File: src/source/mips_pkg.sv
package mips_pkg;

  // alu operations share the mips funct and i-type opcode encodings
  typedef enum logic [5:0] {
    SLL   = 6'b000000,
    SRL   = 6'b000010,
    SRA   = 6'b000011,
    SLLV  = 6'b000100,
    SRLV  = 6'b000110,
    SRAV  = 6'b000111,
    ADDI  = 6'b001000,  // opcode
    ADDIU = 6'b001001,  // opcode
    SLTI  = 6'b001010,  // opcode
    SLTIU = 6'b001011,  // opcode
    ANDI  = 6'b001100,  // opcode
    ORI   = 6'b001101,  // opcode
    XORI  = 6'b001110,  // opcode
    LUI   = 6'b001111,  // opcode
    ADD   = 6'b100000,
    ADDU  = 6'b100001,
    SUB   = 6'b100010,
    SUBU  = 6'b100011,
    AND   = 6'b100100,
    OR    = 6'b100101,
    XOR   = 6'b100110,
    NOR   = 6'b100111,
    SLT   = 6'b101010,
    SLTU  = 6'b101011,
    IDLE  = 6'b111111   // alu output forced to zero
  } alu_op_e;

  typedef enum logic [1:0] {
    ADDR   = 2'b00,  // load, store, jal, jalr
    BRANCH = 2'b01,  // resolved in decode
    RTYPE  = 2'b10,  // op from funct
    ITYPE  = 2'b11   // op from opcode
  } alu_class_e;

  typedef enum logic [1:0] {
    FWD_REG = 2'b00,  // register bank
    FWD_WB  = 2'b01,  // write-back bus
    FWD_MEM = 2'b10   // alu result held in ex/mem
  } fwd_sel_e;

  typedef enum logic [1:0] {
    BYTE = 2'b00,
    HALF = 2'b01,
    WORD = 2'b11
  } mem_size_e;

  localparam logic [5:0] OPC_RTYPE  = 6'b000000;
  localparam logic [5:0] OPC_JAL    = 6'b000011;
  localparam logic [5:0] FUNCT_JALR = 6'b001001;

  typedef struct packed {
    logic [4:0]  rs;
    logic [4:0]  rt;
    logic [4:0]  rd;
    logic [5:0]  funct;
    logic [5:0]  opcode;
    logic [4:0]  shamt;
    logic [31:0] imm;           // already sign or zero extended
    logic        wb_write;      // writes the register bank
    logic        mem_to_reg;    // write back the load value
    logic        mem_read;
    logic        mem_write;
    logic        mem_unsigned;  // zero extend loads
    mem_size_e   mem_size;
    logic        alu_src;       // b operand is the immediate
    logic        reg_dst;       // destination is rd, else rt
    alu_class_e  alu_class;
  } id_ex_t;

  typedef struct packed {
    logic        wb_write;
    logic        mem_to_reg;
    logic        mem_read;
    logic        mem_write;
    logic        mem_unsigned;
    mem_size_e   mem_size;
    logic [4:0]  write_reg;
    logic [31:0] alu_result;  // also the memory byte address
    logic [31:0] store_data;
  } ex_mem_t;

  typedef struct packed {
    logic        write;
    logic [4:0]  dest;  // destination register number
    logic [31:0] data;
  } wb_t;

endpackage

File: src/source/register_bank.sv
`timescale 1ns/1ps

module register_bank import mips_pkg::*; (
  input  logic        i_clk,
  input  logic        i_reset,
  input  logic [4:0]  i_rs,
  input  logic [4:0]  i_rt,
  input  wb_t         i_wb,
  output logic [31:0] o_ra,
  output logic [31:0] o_rb
);

  logic [31:0] regs [0:31];
  logic        wr_en;  // qualified write, r0 excluded

  assign wr_en = i_wb.write && (i_wb.dest != 5'd0);

  always_ff @(posedge i_clk) begin
    if (i_reset) begin
      for (int i = 0; i < 32; i++) begin
        regs[i] <= 32'h0000_0000;
      end
    end else if (wr_en) begin
      regs[i_wb.dest] <= i_wb.data;
    end
  end

  // write-through so a reader in the write cycle sees the new value
  always_comb begin
    if (wr_en && i_wb.dest == i_rs) begin
      o_ra = i_wb.data;
    end else begin
      o_ra = regs[i_rs];  // r0 stays zero
    end
    if (wr_en && i_wb.dest == i_rt) begin
      o_rb = i_wb.data;
    end else begin
      o_rb = regs[i_rt];
    end
  end

endmodule

File: config.mk
export PLATFORM = sky130hd
export DESIGN_NAME = register_bank
export DESIGN_NICKNAME = d
export VERILOG_FILES = /design/src/source/mips_pkg.sv /design/src/source/register_bank.sv
export SDC_FILE = /design/constraint.sdc
export NUM_CORES = 2
export LEC_CHECK = 0
export ABC_CLOCK_PERIOD_IN_PS = 3700
export BUFFER_PORTS_ARGS = -buffer_cell sky130_fd_sc_hd__buf_2
export CAP_MARGIN = 20
export CELL_PAD_IN_SITES_DETAIL_PLACEMENT = 2
export CELL_PAD_IN_SITES_GLOBAL_PLACEMENT = 2
export CORE_UTILIZATION = 40
export DETAILED_ROUTE_END_ITERATION = 10
export GPL_ROUTABILITY_DRIVEN = 0
export GPL_TIMING_DRIVEN = 1
export PLACE_DENSITY_LB_ADDON = 0.1
export SYNTH_ARGS = -nofsm -noshare
export SYNTH_HDL_FRONTEND = slang
export SYNTH_SLANG_ARGS = --single-unit
File: constraint.sdc
create_clock -name i_clk -period 3.7 [get_ports i_clk]
set_input_delay 0.74 -clock i_clk [delete_from_list [all_inputs] [get_ports i_clk]]
set_output_delay 0.74 -clock i_clk [all_outputs]
set_load 0.005 [all_outputs]
; Yosys cells after proc, flatten, opt, wreduce, memory -nomap -nowiden
; Memories as Yosys holds them, arrays and structs flattened.
; Cells that the tools add are included.
[word_totals]
reg_bits = 0
mem_bits_rw = 1024
in_bits = 50
elab_cells = 18
output_inout_bits = 64
mem_count = 1
[classes]
mux = 10
reduce_logical = 5
n_eq_ne = 2
[memory_table]
columns = name, words, width, read_ports, rd_clocked_by_memory_dff, wr, line_no
row1 = regs, 32, 32, 2, 0, 32, register_bank.sv:13  ; logic [31:0] regs [0:31];
[op_table]
columns = op, count
row1 = two-way mux 32 bit, 3
row2 = OR reduction 32 bit, 1
row3 = == test 5 bit, 2
row4 = two-way mux 1 bit, 6
row5 = two-way mux 5 bit, 1
row6 = nonzero test 5 bit, 1
row7 = logical AND 1 bit, 3

; Logic depth before layout (Yosys ltp)
[depth]
ltp_word = 7
ltp_mapped = 8

; Worst setup path before layout
; OpenSTA, ideal clock, no wires.
[synth_timing]
path_kind = input to register
from = input port i_wb[34] (netlist bit)
to = memory regs[12][0] (enable)
arrival_ps = 2672
setup_ps = 391
path_stages = 7
path_buffers = 2
setup_slack_ps = 637
cell_sequence = buf_2 > or3_1 > o31ai_2 > or4_1 > buf_6 > nor2_4 > or2_1
[synth_rtl]
columns = element, line_no
row1 = "start, declared", register_bank.sv:8  ; input wb_t i_wb,
row2 = "end, declared", register_bank.sv:13

; Final worst setup path
[layout_timing]
from = input port i_rs[0]
to = output port o_ra[30]
[layout_between]
elab_chain_len = 3
word_cells_on_any_way = 4
classes_between = 1 x eq/ne / 1 x mux / 1 x reduce/logical / 1 x memory
[layout_lines]
columns = element, line_no
row1 = "start, declared", register_bank.sv:6  ; input logic [4:0] i_rs,
row2 = branches (longest 2 deep; another with memory (32 x 32 bit)), -
row3 = two-way mux 32 bit (*), register_bank.sv:30  ; if (wr_en && i_wb.dest == i_rs) begin
row4 = "end, declared", register_bank.sv:9  ; output logic [31:0] o_ra,
; Every way passes the cells marked *.

==> results.md <==
Outcome:
- The flow ran to the end, and the final reports show no timing, DRC or antenna violations.

Logic synthesis:
- sky130_fd_sc_hd__edfxtp_1 is the most common cell in the netlist.
- Summed over its instances, the top area cell type makes up 56.5% of the synthesized netlist area.
- The mean instance size in the synthesized netlist is 15.6 um2.
- Of all cell types, the one taking the most synthesized area is sky130_fd_sc_hd__edfxtp_1.
- The post-synthesis instance area is 54500 um2.
- The share of async-settable or async-resettable flops after synthesis is 0%.
- By count the netlist is led by sky130_fd_sc_hd__edfxtp_1, sky130_fd_sc_hd__and2_1, sky130_fd_sc_hd__mux4_2.
- The synthesis-stage register bit count is 1024.
- The warning count from the yosys run is 0.
- The distinct cell type count of the synthesized netlist is 43.
- After technology mapping, the gate count stands at 3494.
- Yosys mapped a number of flops with a built-in enable equal to 1024.
- By area the synthesized netlist is led by sky130_fd_sc_hd__edfxtp_1, sky130_fd_sc_hd__mux4_2, sky130_fd_sc_hd__and2_1, sky130_fd_sc_hd__mux4_1, sky130_fd_sc_hd__o22ai_1.
- Sequential cells were found to cover 56.5% of the synthesized design area.
- Among all flip-flop cells after synthesis, the most frequent one is sky130_fd_sc_hd__edfxtp_1.

Setup path:
- Of all nets on the critical path, the largest fanout is 20.
- STA classifies the critical path startpoint as an input port.
- Together, buffers and inverters on the worst path number 5.
- The critical path start-end classification is input port to output pin.
- STA puts the critical path data required time at 2960 ps.
- The cell family with the largest share of critical-path delay is buffers and inverters.
- The cell that appears most often on the critical path is sky130_fd_sc_hd__buf_12.
- The master of the slowest instance on the critical path is sky130_fd_sc_hd__mux4_2.
- In this design, the stage delay of the slowest critical-path cell is 520 ps.
- Traced cell by cell, the critical path runs through buf_8 > buf_12 > buf_12 > mux4_2 > mux2i_1 > nor2_1 > nor4bb_2 > nor3_2 > buf_4 > buf_2.
- The worst setup path startpoint is i_rs[0].
- Data arrives at the worst endpoint at 2850 ps.
- The type of element capturing the critical path is an output pin.

Clock network:
- In this run the clock root is driven by a sky130_fd_sc_hd__clkbuf_16.
- Clock tree synthesis inserted a total of 117 buffers.
- The total number of clock tree sinks is 1024.
- The post-CTS clock slew at the launch and capture registers of the worst setup and hold paths is 60 ps.
- The clock passes through at most 3 buffers.
- The post-cts hold buffer count is 0.
- The CTS tree is built.
- The number of H-tree levels is 3.

Floorplanning:
- The I/O pin count is 114.
- The cell row count is 135.
- The floorplan step set the die height to 371 um.
- The die covers 138000 um2.
- The core region is 135000 um2.
- The die is 371 um wide.
- Once the floorplan was initialized, standard cells occupied 40.3% of the core.

Power:
- The power density normalized to cell area is 464 nW/um2.
- For this design the static power due to leakage is 21.6 nW.
- The post-layout total power is 29.0 mW.
- IR analysis of the VDD net gives a maximum drop of 0.389 mV.

Detailed routing:
- The via-per-instance ratio is 6.48.
- The number of DRC violations after detailed-routing iteration 0 is 4252.
- The routed via count is 35800.
- For this block, the routed nets add up to 220000 um of wire.
- The routed wirelength normalized by instance count is 39.7 um.
- The detailed-route DRC error count is 0.
- The length of the first detailed-routing pass in iterations is 5.
- The remaining antenna violation count is 0.

Worst hold path:
- The worst hold path terminates at regs[27][16].
- The startpoint identified for the worst hold timing path is i_wb[16].
- The worst hold path belongs to the class input port to flop.
- The worst hold path cell count is 2.

Global routing:
- For this run the aggregate overflow at the end of global routing stands at 0.
- The number of antenna violations at the first check in global routing came to 27.
- The first global-routing pass estimated 307000 um of wire.
- Entering global routing, the biggest net connects 65 pins.
- The via count of the first global-routing pass is 38300.
- Global routing consumed, over all layers together, 32.2% of the routing resources.

Layout:
- The signed area change from the synthesized netlist to the final layout is 14.7%.
- The number of flip-flops under the largest register name is 1024.
- Counting flops per register, the top entry is regs.
- At the end of the flow, the number of nets in the layout was 3694.
- The share of final-layout standard cells stronger than drive strength 1 is 28.1%.
- Excluding fillers, the count of instances in the completed layout stands at 5530.
- Measured on the finished design, the core utilization comes to 46.2%.
- The fill cell total of the finished layout is 12500.
- The largest registers in the layout are regs x1024.
- The post-route cell area is 62500 um2.

Timing:
- The final hold violation count was 0.
- For the pin with the worst max-slew slack, the measured transition is 876 ps.
- Setup repair after global routing left no endpoint under its margin.
- The worst slew slack as a fraction of its limit is 41.6%.
- The final setup violation count is 0.
- The worst path uses 97.0% of the clock period.
- Derived from the worst setup path, the maximum achievable clock frequency is 0.279 GHz.
- The final number of max-transition violations was 0.
- The minimum clock period is 3590 ps.

Flow run:
- The tool flagged a number of max-cap violations equal to 0.

Placed design:
- After legalization and detailed placement, the total HPWL measured 133000 um.
- After detailed placement, the design holds a cell count of 5303.
- Port buffering added 113 buffers.
- The placed instances occupy a cell area of 58600 um2.
[where the power goes]
group	internal (mW)	switching, mW
registers	13.4	0.356
clock network	6.73	5.05
logic	1.52	1.94
[worst max path at each step]
stage	slack (ps)	to	cells after the start
after floorplan	640	regs[12][0]	7
after global placement	-210	o_ra[30]	11
after detailed placement	-190	o_ra[30]	11
after CTS	40	o_rb[12]	8
after global routing	30	o_ra[11]	12
final	110	o_ra[30]	10
[layout by cell type, fill, tap and decap left out, drive strengths merged, types with 5 or more instances in the layout]
cell type / n
mux2i: 11
mux4: 508
o22ai: 248
diode: 5
or4: 63
conb: 32
and2: 992
clkbuf: 146
nor2: 38
clkinv: 56
buf: 385
nand3b: 12
xnor2: 6
edfxtp: 1024
bufinv: 13
nand3: 9
nor2b: 5
or2: 31
nand2: 69
o21ai: 62
[cell families (layout without fill, tap and decap cells)]
group | count (synthesis) | after routing | share of synthesized area [%]
and+or+nand+nor | 1236 | 1236 | 13.9
DFF | 1024 | 1024 | 56.5
muxes | 519 | 519 | 21.8
buffers and inverters | 387 | 606 | 4.11
AOI/OAI and AO/OA | 317 | 317 | 3.53
xor gates and xnor gates | 10 | 10 | 0.161
other | 1 | 37 | 0.00689
[what timing repair did]
action,4_1_cts,5_1_grt
gates resized for setup,2,9
buffers inserted,0,3
setup endpoints to repair,1,25
[metrics by stage]
stage | hold WS (ps) | setup slack (ps) | setup TNS, ps
floorplan | 938 | 637 | 0
global placement | 1090 | -211 | -211
detailed placement | 1110 | -190 | -190
CTS | 292 | 42.2 | 0
global route | 354 | 26.7 | 0
finish | 336 | 112 | 0
[cell type report]
cell class | instances | area (um2) | share of cell area, %
Antenna cell | 5 | 12.5 | 0.0200
Sequential cell | 1024 | 30700 | 49.2
Clock buffer | 145 | 3050 | 4.89
Clock inverter | 74 | 729 | 1.17
Tap cell | 1781 | 2230 | 3.57
Timing Repair Buffer | 387 | 3850 | 6.16
Multi-Input combinational cell | 2114 | 21900 | 35.0
[layer usage]
layer / wire length [um] / track usage, %
met4: 7060 / 10.5
met3: 17200 / 5.35
met1: 88100 / 43.3
met5: 15 / 0
met2: 107000 / 53.2
Power figures use the tool's default switching activity.
