[src/source/mips_pkg.sv]
package mips_pkg;

  // alu operations share the mips funct and i-type opcode encodings
  typedef enum logic [5:0] {
    SLL   = 6'b000000,
    SRL   = 6'b000010,
    SRA   = 6'b000011,
    SLLV  = 6'b000100,
    SRLV  = 6'b000110,
    SRAV  = 6'b000111,
    ADDI  = 6'b001000,  // opcode
    ADDIU = 6'b001001,  // opcode
    SLTI  = 6'b001010,  // opcode
    SLTIU = 6'b001011,  // opcode
    ANDI  = 6'b001100,  // opcode
    ORI   = 6'b001101,  // opcode
    XORI  = 6'b001110,  // opcode
    LUI   = 6'b001111,  // opcode
    ADD   = 6'b100000,
    ADDU  = 6'b100001,
    SUB   = 6'b100010,
    SUBU  = 6'b100011,
    AND   = 6'b100100,
    OR    = 6'b100101,
    XOR   = 6'b100110,
    NOR   = 6'b100111,
    SLT   = 6'b101010,
    SLTU  = 6'b101011,
    IDLE  = 6'b111111   // alu output forced to zero
  } alu_op_e;

  typedef enum logic [1:0] {
    ADDR   = 2'b00,  // load, store, jal, jalr
    BRANCH = 2'b01,  // resolved in decode
    RTYPE  = 2'b10,  // op from funct
    ITYPE  = 2'b11   // op from opcode
  } alu_class_e;

  typedef enum logic [1:0] {
    FWD_REG = 2'b00,  // register bank
    FWD_WB  = 2'b01,  // write-back bus
    FWD_MEM = 2'b10   // alu result held in ex/mem
  } fwd_sel_e;

  typedef enum logic [1:0] {
    BYTE = 2'b00,
    HALF = 2'b01,
    WORD = 2'b11
  } mem_size_e;

  localparam logic [5:0] OPC_RTYPE  = 6'b000000;
  localparam logic [5:0] OPC_JAL    = 6'b000011;
  localparam logic [5:0] FUNCT_JALR = 6'b001001;

  typedef struct packed {
    logic [4:0]  rs;
    logic [4:0]  rt;
    logic [4:0]  rd;
    logic [5:0]  funct;
    logic [5:0]  opcode;
    logic [4:0]  shamt;
    logic [31:0] imm;           // already sign or zero extended
    logic        wb_write;      // writes the register bank
    logic        mem_to_reg;    // write back the load value
    logic        mem_read;
    logic        mem_write;
    logic        mem_unsigned;  // zero extend loads
    mem_size_e   mem_size;
    logic        alu_src;       // b operand is the immediate
    logic        reg_dst;       // destination is rd, else rt
    alu_class_e  alu_class;
  } id_ex_t;

  typedef struct packed {
    logic        wb_write;
    logic        mem_to_reg;
    logic        mem_read;
    logic        mem_write;
    logic        mem_unsigned;
    mem_size_e   mem_size;
    logic [4:0]  write_reg;
    logic [31:0] alu_result;  // also the memory byte address
    logic [31:0] store_data;
  } ex_mem_t;

  typedef struct packed {
    logic        write;
    logic [4:0]  dest;  // destination register number
    logic [31:0] data;
  } wb_t;

endpackage

[src/source/forwarding_unit.sv]
`timescale 1ns/1ps

module forwarding_unit import mips_pkg::*; (
  input  logic [4:0] i_rs,
  input  logic [4:0] i_rt,
  input  ex_mem_t    i_ex_mem,
  input  wb_t        i_wb,
  output fwd_sel_e   o_fwd_rs,
  output fwd_sel_e   o_fwd_rt
);

  // memory stage wins over write-back, r0 is never bypassed
  function automatic fwd_sel_e pick(input logic [4:0] src, input ex_mem_t ex_mem, input wb_t wb);
    fwd_sel_e sel;
    if (ex_mem.wb_write && ex_mem.write_reg != 5'd0 && ex_mem.write_reg == src) begin
      sel = FWD_MEM;  // newest value
    end else if (wb.write && wb.dest != 5'd0 && wb.dest == src) begin
      sel = FWD_WB;
    end else begin
      sel = FWD_REG;  // bank already current
    end
    return sel;
  endfunction

  always_comb begin
    o_fwd_rs = pick(i_rs, i_ex_mem, i_wb);
    o_fwd_rt = pick(i_rt, i_ex_mem, i_wb);
  end

endmodule

[config.mk]
export PLATFORM = sky130hd
export DESIGN_NAME = forwarding_unit
export DESIGN_NICKNAME = d
export VERILOG_FILES = /design/src/source/mips_pkg.sv /design/src/source/forwarding_unit.sv
export SDC_FILE = /design/constraint.sdc
export NUM_CORES = 1
export LEC_CHECK = 0
export BUFFER_PORTS_ARGS = -buffer_cell sky130_fd_sc_hd__buf_2
export CAP_MARGIN = 15
export CORE_AREA = 2 2 50 52
export DETAILED_ROUTE_END_ITERATION = 12
export DIE_AREA = 0 0 52 54
export PLACE_DENSITY = 0.75
export SETUP_SLACK_MARGIN = 0.4
export SLEW_MARGIN = 20
export SYNTH_ARGS = -nofsm -noshare
export SYNTH_HDL_FRONTEND = slang
export SYNTH_SLANG_ARGS = --single-unit
[constraint.sdc]
create_clock -name vclk -period 1.2
set_input_delay 0.18 -clock vclk [all_inputs]
set_output_delay 0.18 -clock vclk [all_outputs]
set_load 0.02 [all_outputs]
# After elaboration in Yosys (flattened, before gate mapping)
# Index checks and enable logic that the tools add are counted.
[word_totals]
input_bits = 124
register_bits = 0
out_inout_bits = 4
word_cells = 16
[op_classes]
n_reduce_logical = 8
muxes = 4
eq_ne = 4
[op_table]
columns = ["cell", "count"]
rows = [
  ["5-bit equality test", 4],
  ["5-bit nonzero test", 2],
  ["1-bit logical AND", 6],
  ["2-bit 2-to-1 mux", 2],
  ["1-bit 2-to-1 mux", 2],
]

# Logic depth before layout (Yosys ltp)
# Gate-level depths: netlist of run 1.
[logic_depth]
depth_word = 5
ltp_mapped = 4
mapped_depth_nobuf = 4

# Least setup slack after synthesis of run 1
# Ideal clock, no wire load.
[synth_path]
path_kind = "input to output"
from = "input i_ex_mem[65] in the netlist's numbering"
to = "output o_fwd_rs[0]"
path_buffers = 0
arrival_time_ns = 1.732
t_required_ns = 1.020
stages = 4
slack_ns = -0.712
cell_sequence = "or4_1 > o21ai_2 > nor4_1 > nor4_1"
[synth_between]
elab_chain_cells = 4
word_cells_on_any_way = 5
classes_between = "1 x eq/ne; 1 x mux; 3 x reduce/logical"
[synth_rtl]
columns = ["item", "line", "rtl"]
rows = [
  ["from (decl)", "forwarding_unit.sv:6", "input ex_mem_t i_ex_mem,"],
  ["5-bit nonzero test", "forwarding_unit.sv:15", "if (ex_mem.wb_write && ex_mem.write_reg != 5'd0 && ex_mem.write_reg == src) begin"],
  ["1-bit logical AND", "forwarding_unit.sv:15", ""],
  ["1-bit logical AND (*)", "forwarding_unit.sv:15", ""],
  ["2-bit 2-to-1 mux (*)", "forwarding_unit.sv:15", ""],
  ["to (decl)", "forwarding_unit.sv:8", "output fwd_sel_e o_fwd_rs,"],
]
# Every way passes the cells marked *; elsewhere a longest branch is shown, timed or not.

# Worst setup path after layout of run 1
# Same ends and word-level chain as after synthesis.

==> results of run 1 <==
-- synth_stat cells --
cell type / n
xnor2_1: 16
nor4_1: 4
xor2_1: 4
nand2_1: 2
nand3_1: 2
nand4_1: 2
or4_1: 2
nor2_1: 1
o21ai_2: 1
-- per-layer routing --
metal,up-vias,global-route usage,share of wire
li1,191,-,-
met2,20,0.141,0.50
met1,166,0.105,0.44
met5,-,0,0
met3,0,0,0.065
met4,0,0,0
-- power breakdown --
part	internal, uW	total [uW]	switching (uW)
registers	0	0	0
logic	99.2	189	89.5
clock network	0	0	0
-- logic make-up (layout without fill, tap and decap cells) --
| group | Yosys count | in the layout | share of synthesized area |
|---|---|---|---|
| xor+xnor | 20 | 20 | 0.680 |
| simple gates | 13 | 13 | 0.286 |
| compound gates | 1 | 1 | 0.0340 |
| buf+inv | 0 | 35 | 0 |
-- worst paths after layout --
path                      from     endpoint  slack, ns  depth (start not counted)
setup / recovery  i_ex_mem[65]  o_fwd_rs[0]      -0.45                          6
hold / removal    i_ex_mem[75]  o_fwd_rt[1]       0.76                          4
-- final cells by class --
cell class	instances	area, sq um
multi-input combinational	34	320
fill	268	1750
tap	30	37.5
timing repair buffer	35	211
-- critical path, delay by kind of cell --
family	cells	cell delay (ns)
and+or+nand+nor	3	0.83
buffers and inverters	2	0.27
AOI/OAI and AO/OA	1	0.19
-- metrics by stage --
step / util / std cells / TNS, ns / total power (uW) / hold WS [ns]
after floorplan: - / 34 / -0.658 / 83.2 / 0.508
after global placement: 0.231 / 99 / -1.40 / 173 / 0.770
after detailed placement: 0.231 / 99 / -1.52 / 178 / 0.772
after CTS: 0.239 / 99 / -1.45 / 183 / 0.764
after global routing: 0.245 / 99 / -1.56 / 205 / 0.787
final: 0.245 / 99 / -1.34 / 189 / 0.763
-- what timing repair did --
action	in CTS	in global routing
setup endpoints to repair	4	4
pin swaps	1	1
endpoints found under the hold margin	0	0
gates resized for setup	5	2
setup buffers	0	0
==> results.md, run 1 <==
* CP endpoint kind: output pin
* Max-slew headroom at 0.756
* Die area at about 0.0028 sq mm
* DRT Wirelength at slightly above 1000 microns
* # IOs at ~130
* Total track usage at 0.0761
* Seq_cells at 0
* Wirelength per Cell at roughly 10 microns
* Post-route clock period utilization at 1.37
* Final Slew Violations at 0
* Layout cell share with drive strength beyond 1 at 0.594
* Chip height at approximately 54 microns
* Unrepaired setup endpoints after global routing: yes
* Outcome: complete, but fails checks
* Final Critical Period at ~1.6 ns
* Antenna violations before repair at 0
* Crit Path Class: primary input to output pin
* CTS Hold Bufs at 0
* Area after DPL at approximately 540 sq um
* Area share of the largest cell type after synthesis at 0.544
* Fin. Hold Viols at 0
* Flip-flop and latch area at 0 sq um
* Commonest non-fill, non-tap cell in the layout: buf_2
* Drt pass-1 iters at 2
* Post-synthesis sequential area ratio at 0
* Max-cap violations at 0
* Distinct cells, synth at 9
* Vias per Instance at ~3.8
* Leak at around 0.00023 uW
* CP Max Fanout at 2
* Buffers on Ports at 26
* Synth Cell Area at about 260 sq um
* Failing checks: negative setup slack
* Pre-CTS setup slack at -0.496 ns
* DRC viols at 0
* Cells after Synth at 34
* Critical Path RT at between 1 and 1.5 ns
* Crit-path cells: buf_6 -> or4_4 -> o21ai_4 -> nor4_2 -> nor4_4 -> buf_4
* Crit-path slowest cell: or4_4
* Post-route cell area at about 570 sq um
* Nets at between 150 and 200
* Post-route ant nets at 0
* Placer Congestion at 0.704
* VDD IR max at between 100 and 150 uV
* Largest net degree at the start of global routing at 4
* Std cell rows at 18
* Cell Pwr Density at approximately 330 mW/mm^2
* Worst setup margin at -0.446 ns
* Yosys warnings at 0
* Initial core utilization at 0.111
* # clk buffers at 0
* Crit start category: primary input
* Net count after synthesis at around 160
* GRT overflow at 0
* CP Data Arrival Time at 1.47 ns
* DIE WIDTH at approximately 52 microns
* Layout area overhead at 121%
* Commonest cells after routing, fill and taps aside: buf_2, xnor2_1, buf_4, xor2_1, nor4_4
* Iteration-0 DRC Markers at 1
* Worst hold path type: primary input to output pin
* Antenna diode count at 0
* Max Fclk at around 610 MHz
* Worst path max stage delay at between 0.5 and 0.6 ns
* First-pass GRT wire length at 1660 microns
* Mapped Avg Cell Area at around 7.6 sq um
* Vias in the first global route at 364
* Final setup viols at 4
* Worst slew pin tran at approximately 0.36 ns
* Synth top area cells: xnor2_1, xor2_1, nor4_1, or4_1, nand4_1
* Area leader, netlist: xnor2_1
* Core Area at approximately 0.0023 sq mm
* Routed via count at between 300 and 400
(Power assumes the default switching activity.)
==> run 2: changes to the inputs <==
--- a/config.mk
+++ b/config.mk
@@ -12,6 +12,7 @@
 export DIE_AREA = 0 0 52 54
 export PLACE_DENSITY = 0.75
 export SETUP_SLACK_MARGIN = 0.4
+export SKIP_LAST_GASP = 1
 export SLEW_MARGIN = 20
 export SYNTH_ARGS = -nofsm -noshare
 export SYNTH_HDL_FRONTEND = slang
==> results.md, run 2 (same netlist as run 1, synthesis figures left out) <==
* # clk buffers at 0
* Unrepaired setup endpoints after global routing: yes
* Final Critical Period at approximately 1.6 ns
* Filler cells at ~270
* DRT Wirelength at 1040 microns
* Fin. Hold Viols at 0
* Area after DPL at between 500 and 600 sq um
* Worst hold slack at between 0.7 and 0.8 ns
* Antenna diode count at 0
* Antenna violations before repair at 0
* Worst hold path type: primary input to output pin
* CP Data Arrival Time at about 1.5 ns
* Layout cell share with drive strength beyond 1 at 0.594
* Std cell rows at 18
* Post-route clock period utilization at 1.37
* Chip height at 54 microns
* Post-route ant nets at 0
* GRT overflow at 0
* Initial core utilization at 0.111
* Flip-flop and latch area at 0 sq um
* Layout area overhead at 121%
* Iteration-0 DRC Markers at 1
* Worst path max stage delay at 0.54 ns
* Crit Path Class: primary input to output pin
* Worst Setup SP: i_ex_mem[65]
* Crit start category: primary input
* Max Fclk at between 600 and 700 MHz
* Leak at between 0.0002 and 0.00025 uW
* VDD IR max at approximately 140 uV
* Post CTS Setup Buffer Count at 0
* Worst Hold End: o_fwd_rt[1]
* Die area at between 0.002 and 0.003 sq mm
* DIE WIDTH at between 50 and 60 microns
* Worst slew pin tran at ~0.36 ns
* Post-route cell area at around 570 sq um
* Final Power at roughly 190 uW
* Largest net degree at the start of global routing at 4
* Vias in the first global route at approximately 360
* Core Area at roughly 0.0023 sq mm
* Buffers on Ports at 26
* Nets at around 200
* Seq_cells at 0
* Outcome: complete, but fails checks
* WHS Path Cells at 4
* Max-cap violations at 0
* Total track usage at 0.0761
* DRC viols at 0
* Max-slew headroom at 0.756
* First-pass GRT wire length at 1660 microns
* Routed via count at ~380
* Commonest cells after routing, fill and taps aside: buf_2, xnor2_1, buf_4, xor2_1, nor4_4
* Cell Pwr Density at ~330 mW/mm^2
* CP endpoint kind: output pin
* HP Start: i_ex_mem[75]
* Final setup viols at 4
* CP Max Fanout at 2
* Vias per Instance at ~3.8
* Drt pass-1 iters at 2
* Commonest non-fill, non-tap cell in the layout: buf_2
* Crit-path slowest cell: or4_4
* # IOs at about 130
* Worst setup margin at -0.446 ns
* Wirelength per Cell at around 10 microns
* Final Slew Violations at 0
* Failing checks: negative setup slack
* Crit-path cells: buf_6 -> or4_4 -> o21ai_4 -> nor4_2 -> nor4_4 -> buf_4
* Critical Path RT at 1.02 ns
* Top cell family by delay on the critical path: simple AND/OR/NAND/NOR gates
* Placer Congestion at about 0.70
* Buf/Inv on CP at 2
## run 2: cell counts in the layout (fill, tap and decap cells not counted)
No cell type changed its count.
## run 2: layout make-up
cell class                      instances  area [sq um]  share of cell area
Multi-Input combinational cell         34           320               0.563
Tap cell                               30          37.5              0.0659
Timing Repair Buffer                   35           211               0.371
## run 2: routing by layer
| layer | global-route usage | share of wire | vias to the layer above |
|---|---|---|---|
| met3 | 0 | 0.065 | 0 |
| met2 | 0.141 | 0.50 | 20 |
| li1 | - | - | 191 |
| met1 | 0.105 | 0.44 | 166 |
| met4 | 0 | 0 | 0 |
| met5 | 0 | 0 | - |
## run 2: repair_timing
item | CTS | global route
hold buffers | 0 | 0
resized for setup | 5 | 2
pin swaps | 1 | 1
endpoints found under the setup margin | 4 | 4
## run 2: per-stage QoR
stage	util	setup slack (ns)	cells	TNS, ns
3_5_place_dp	0.231	-0.496	99	-1.52
2_1_floorplan	-	-0.329	34	-0.658
3_3_place_gp	0.231	-0.463	99	-1.40
5_1_grt	0.245	-0.515	99	-1.56
4_1_cts	0.239	-0.472	99	-1.45
6_report	0.245	-0.446	99	-1.34
## run 2: how the worst max path moves through the flow
stage	cells past startpoint	slack, ns	to
3_5_place_dp	6	-0.50	o_fwd_rs[0]
3_3_place_gp	6	-0.46	o_fwd_rt[0]
2_1_floorplan	4	-0.33	o_fwd_rs[0]
5_1_grt	6	-0.52	o_fwd_rs[0]
4_1_cts	6	-0.47	o_fwd_rs[0]
6_report	6	-0.45	o_fwd_rs[0]
## run 2: where the power goes
part           switching (uW)  leakage, uW  internal, uW  total, uW
Clock                       0            0             0          0
Sequential                  0            0             0          0
Combinational            89.5     0.000227          99.2        189
==> run 3: changes to the inputs <==
--- a/config.mk
+++ b/config.mk
@@ -17,3 +17,4 @@
 export SYNTH_ARGS = -nofsm -noshare
 export SYNTH_HDL_FRONTEND = slang
 export SYNTH_SLANG_ARGS = --single-unit
+export TNS_END_PERCENT = 100
==> constraint.sdc (replaced) <==
create_clock -name vclk -period 1.2
set_input_delay 0.24 -clock vclk [all_inputs]
set_output_delay 0.24 -clock vclk [all_outputs]
set_load 0.02 [all_outputs]
==> results.md, run 3 (same netlist as run 1, synthesis figures left out) <==
* Routed via count at approximately 380
* CP Data Arrival Time at between 1.5 and 2 ns
* Max-slew headroom at 0.748
* Total track usage at 0.0749
* Final Slew Violations at 0
* DRT Wirelength at approximately 1000 microns
* Worst slew pin tran at 0.375 ns
* Crit start category: primary input
* DRC viols at 0
* Chip height at approximately 54 microns
* Antenna violations before repair at 0
* Flip-flop and latch area at 0 sq um
* Vias in the first global route at 369
* # placed instances at 99
* Wirelength per Cell at ~10 microns
* Worst setup margin at -0.577 ns
* Worst hold path type: primary input to output pin
* Post-route ant nets at 0
* Multi-input gate area at 320 sq um
* Core Area at approximately 0.0023 sq mm
* Leak at 0.000227 uW
* VDD IR max at roughly 120 uV
* Drt pass-1 iters at 1
* Commonest non-fill, non-tap cell in the layout: buf_2
* Cell Pwr Density at roughly 330 mW/mm^2
* Final core occ at 0.245
* Layout area overhead at 121%
* Crit-path cells: buf_6 -> or4_4 -> o21ai_4 -> nor4_2 -> nor4_4 -> buf_4
* Buf/Inv on CP at 2
* Placer Congestion at 0.704
* Failing checks: negative setup slack
* Crit-path slowest cell: or4_4
* Non-Filler Instances at 99
* Post-route clock period utilization at 1.48
* Crit Path Class: primary input to output pin
* Std cell rows at 18
* Largest net degree at the start of global routing at 4
* Unrepaired setup endpoints after global routing: yes
* First-pass GRT wire length at between 1500 and 2000 microns
* Max-cap violations at 0
* Final setup viols at 4
* Nets at slightly below 200
* Vias per Instance at between 3 and 4
* CP endpoint kind: output pin
* Filler cells at 261
* Die area at 0.00281 sq mm
* Seq_cells at 0
* CTS Hold Bufs at 0
* Fin. Hold Viols at 0
* Outcome: complete, but fails checks
* GRT overflow at 0
* # IOs at 128
* Worst path max stage delay at about 0.54 ns
* Commonest cells after routing, fill and taps aside: buf_2, xnor2_1, buf_4, xor2_1, nor4_4
* Max Fclk at 563 MHz
* CP Max Fanout at 2
* DIE WIDTH at about 52 microns
* Top cell family by delay on the critical path: simple AND/OR/NAND/NOR gates
* Final Critical Period at around 1.8 ns
* Post CTS Setup Buffer Count at 0
* # clk buffers at 0
* Antenna diode count at 0
* Final HPWL DP at between 900 and 1000 microns
* Worst hold slack at about 0.88 ns
* Final Power at 187 uW
* Initial core utilization at 0.111
* Critical Path RT at around 0.96 ns
* Buffers on Ports at 26
* Layout cell share with drive strength beyond 1 at 0.594
* Iteration-0 DRC Markers at 0
## run 3: cell counts in the layout (fill, tap and decap cells not counted)
No cell type changed its count.
## run 3: path summary, 6_finish.rpt
path | startpoint | to | depth (start not counted)
worst max-delay path | i_ex_mem[65] | o_fwd_rs[0] | 6
worst min-delay path | i_ex_mem[75] | o_fwd_rt[1] | 4
## run 3: cell type report
cell class | instances | area share
multi-input combinational | 34 | 0.563
tap | 30 | 0.0659
timing repair buffer | 35 | 0.371
## run 3: repair_timing
| action | in CTS | in global routing |
|---|---|---|
| pin swaps | 1 | 1 |
| endpoints found under the hold margin | 0 | 0 |
| setup endpoints to repair | 4 | 4 |
| resized for setup | 4 | 3 |
## run 3: power breakdown
group          total, uW  switching (uW)  leakage (uW)  internal [uW]
registers              0               0             0              0
clock network          0               0             0              0
logic                187            88.0      0.000227           99.1
## run 3: routing by layer
| metal | routed length (microns) | up-vias | GRT usage |
|---|---|---|---|
| met5 | 0 | - | 0 |
| met4 | 0 | 0 | 0 |
| met3 | 85 | 0 | 0.00556 |
| met2 | 481 | 20 | 0.137 |
| met1 | 431 | 167 | 0.101 |
| li1 | - | 191 | - |
## run 3: through the flow
| step | setup WS (ns) | cell area, sq um | TNS, ns |
|---|---|---|---|
| after floorplan | -0.449 | 300 | -1.10 |
| after global placement | -0.583 | 536 | -1.88 |
| after detailed placement | -0.622 | 536 | -2.04 |
| after CTS | -0.596 | 552 | -1.96 |
| after global routing | -0.634 | 569 | -2.03 |
| final | -0.577 | 569 | -1.87 |
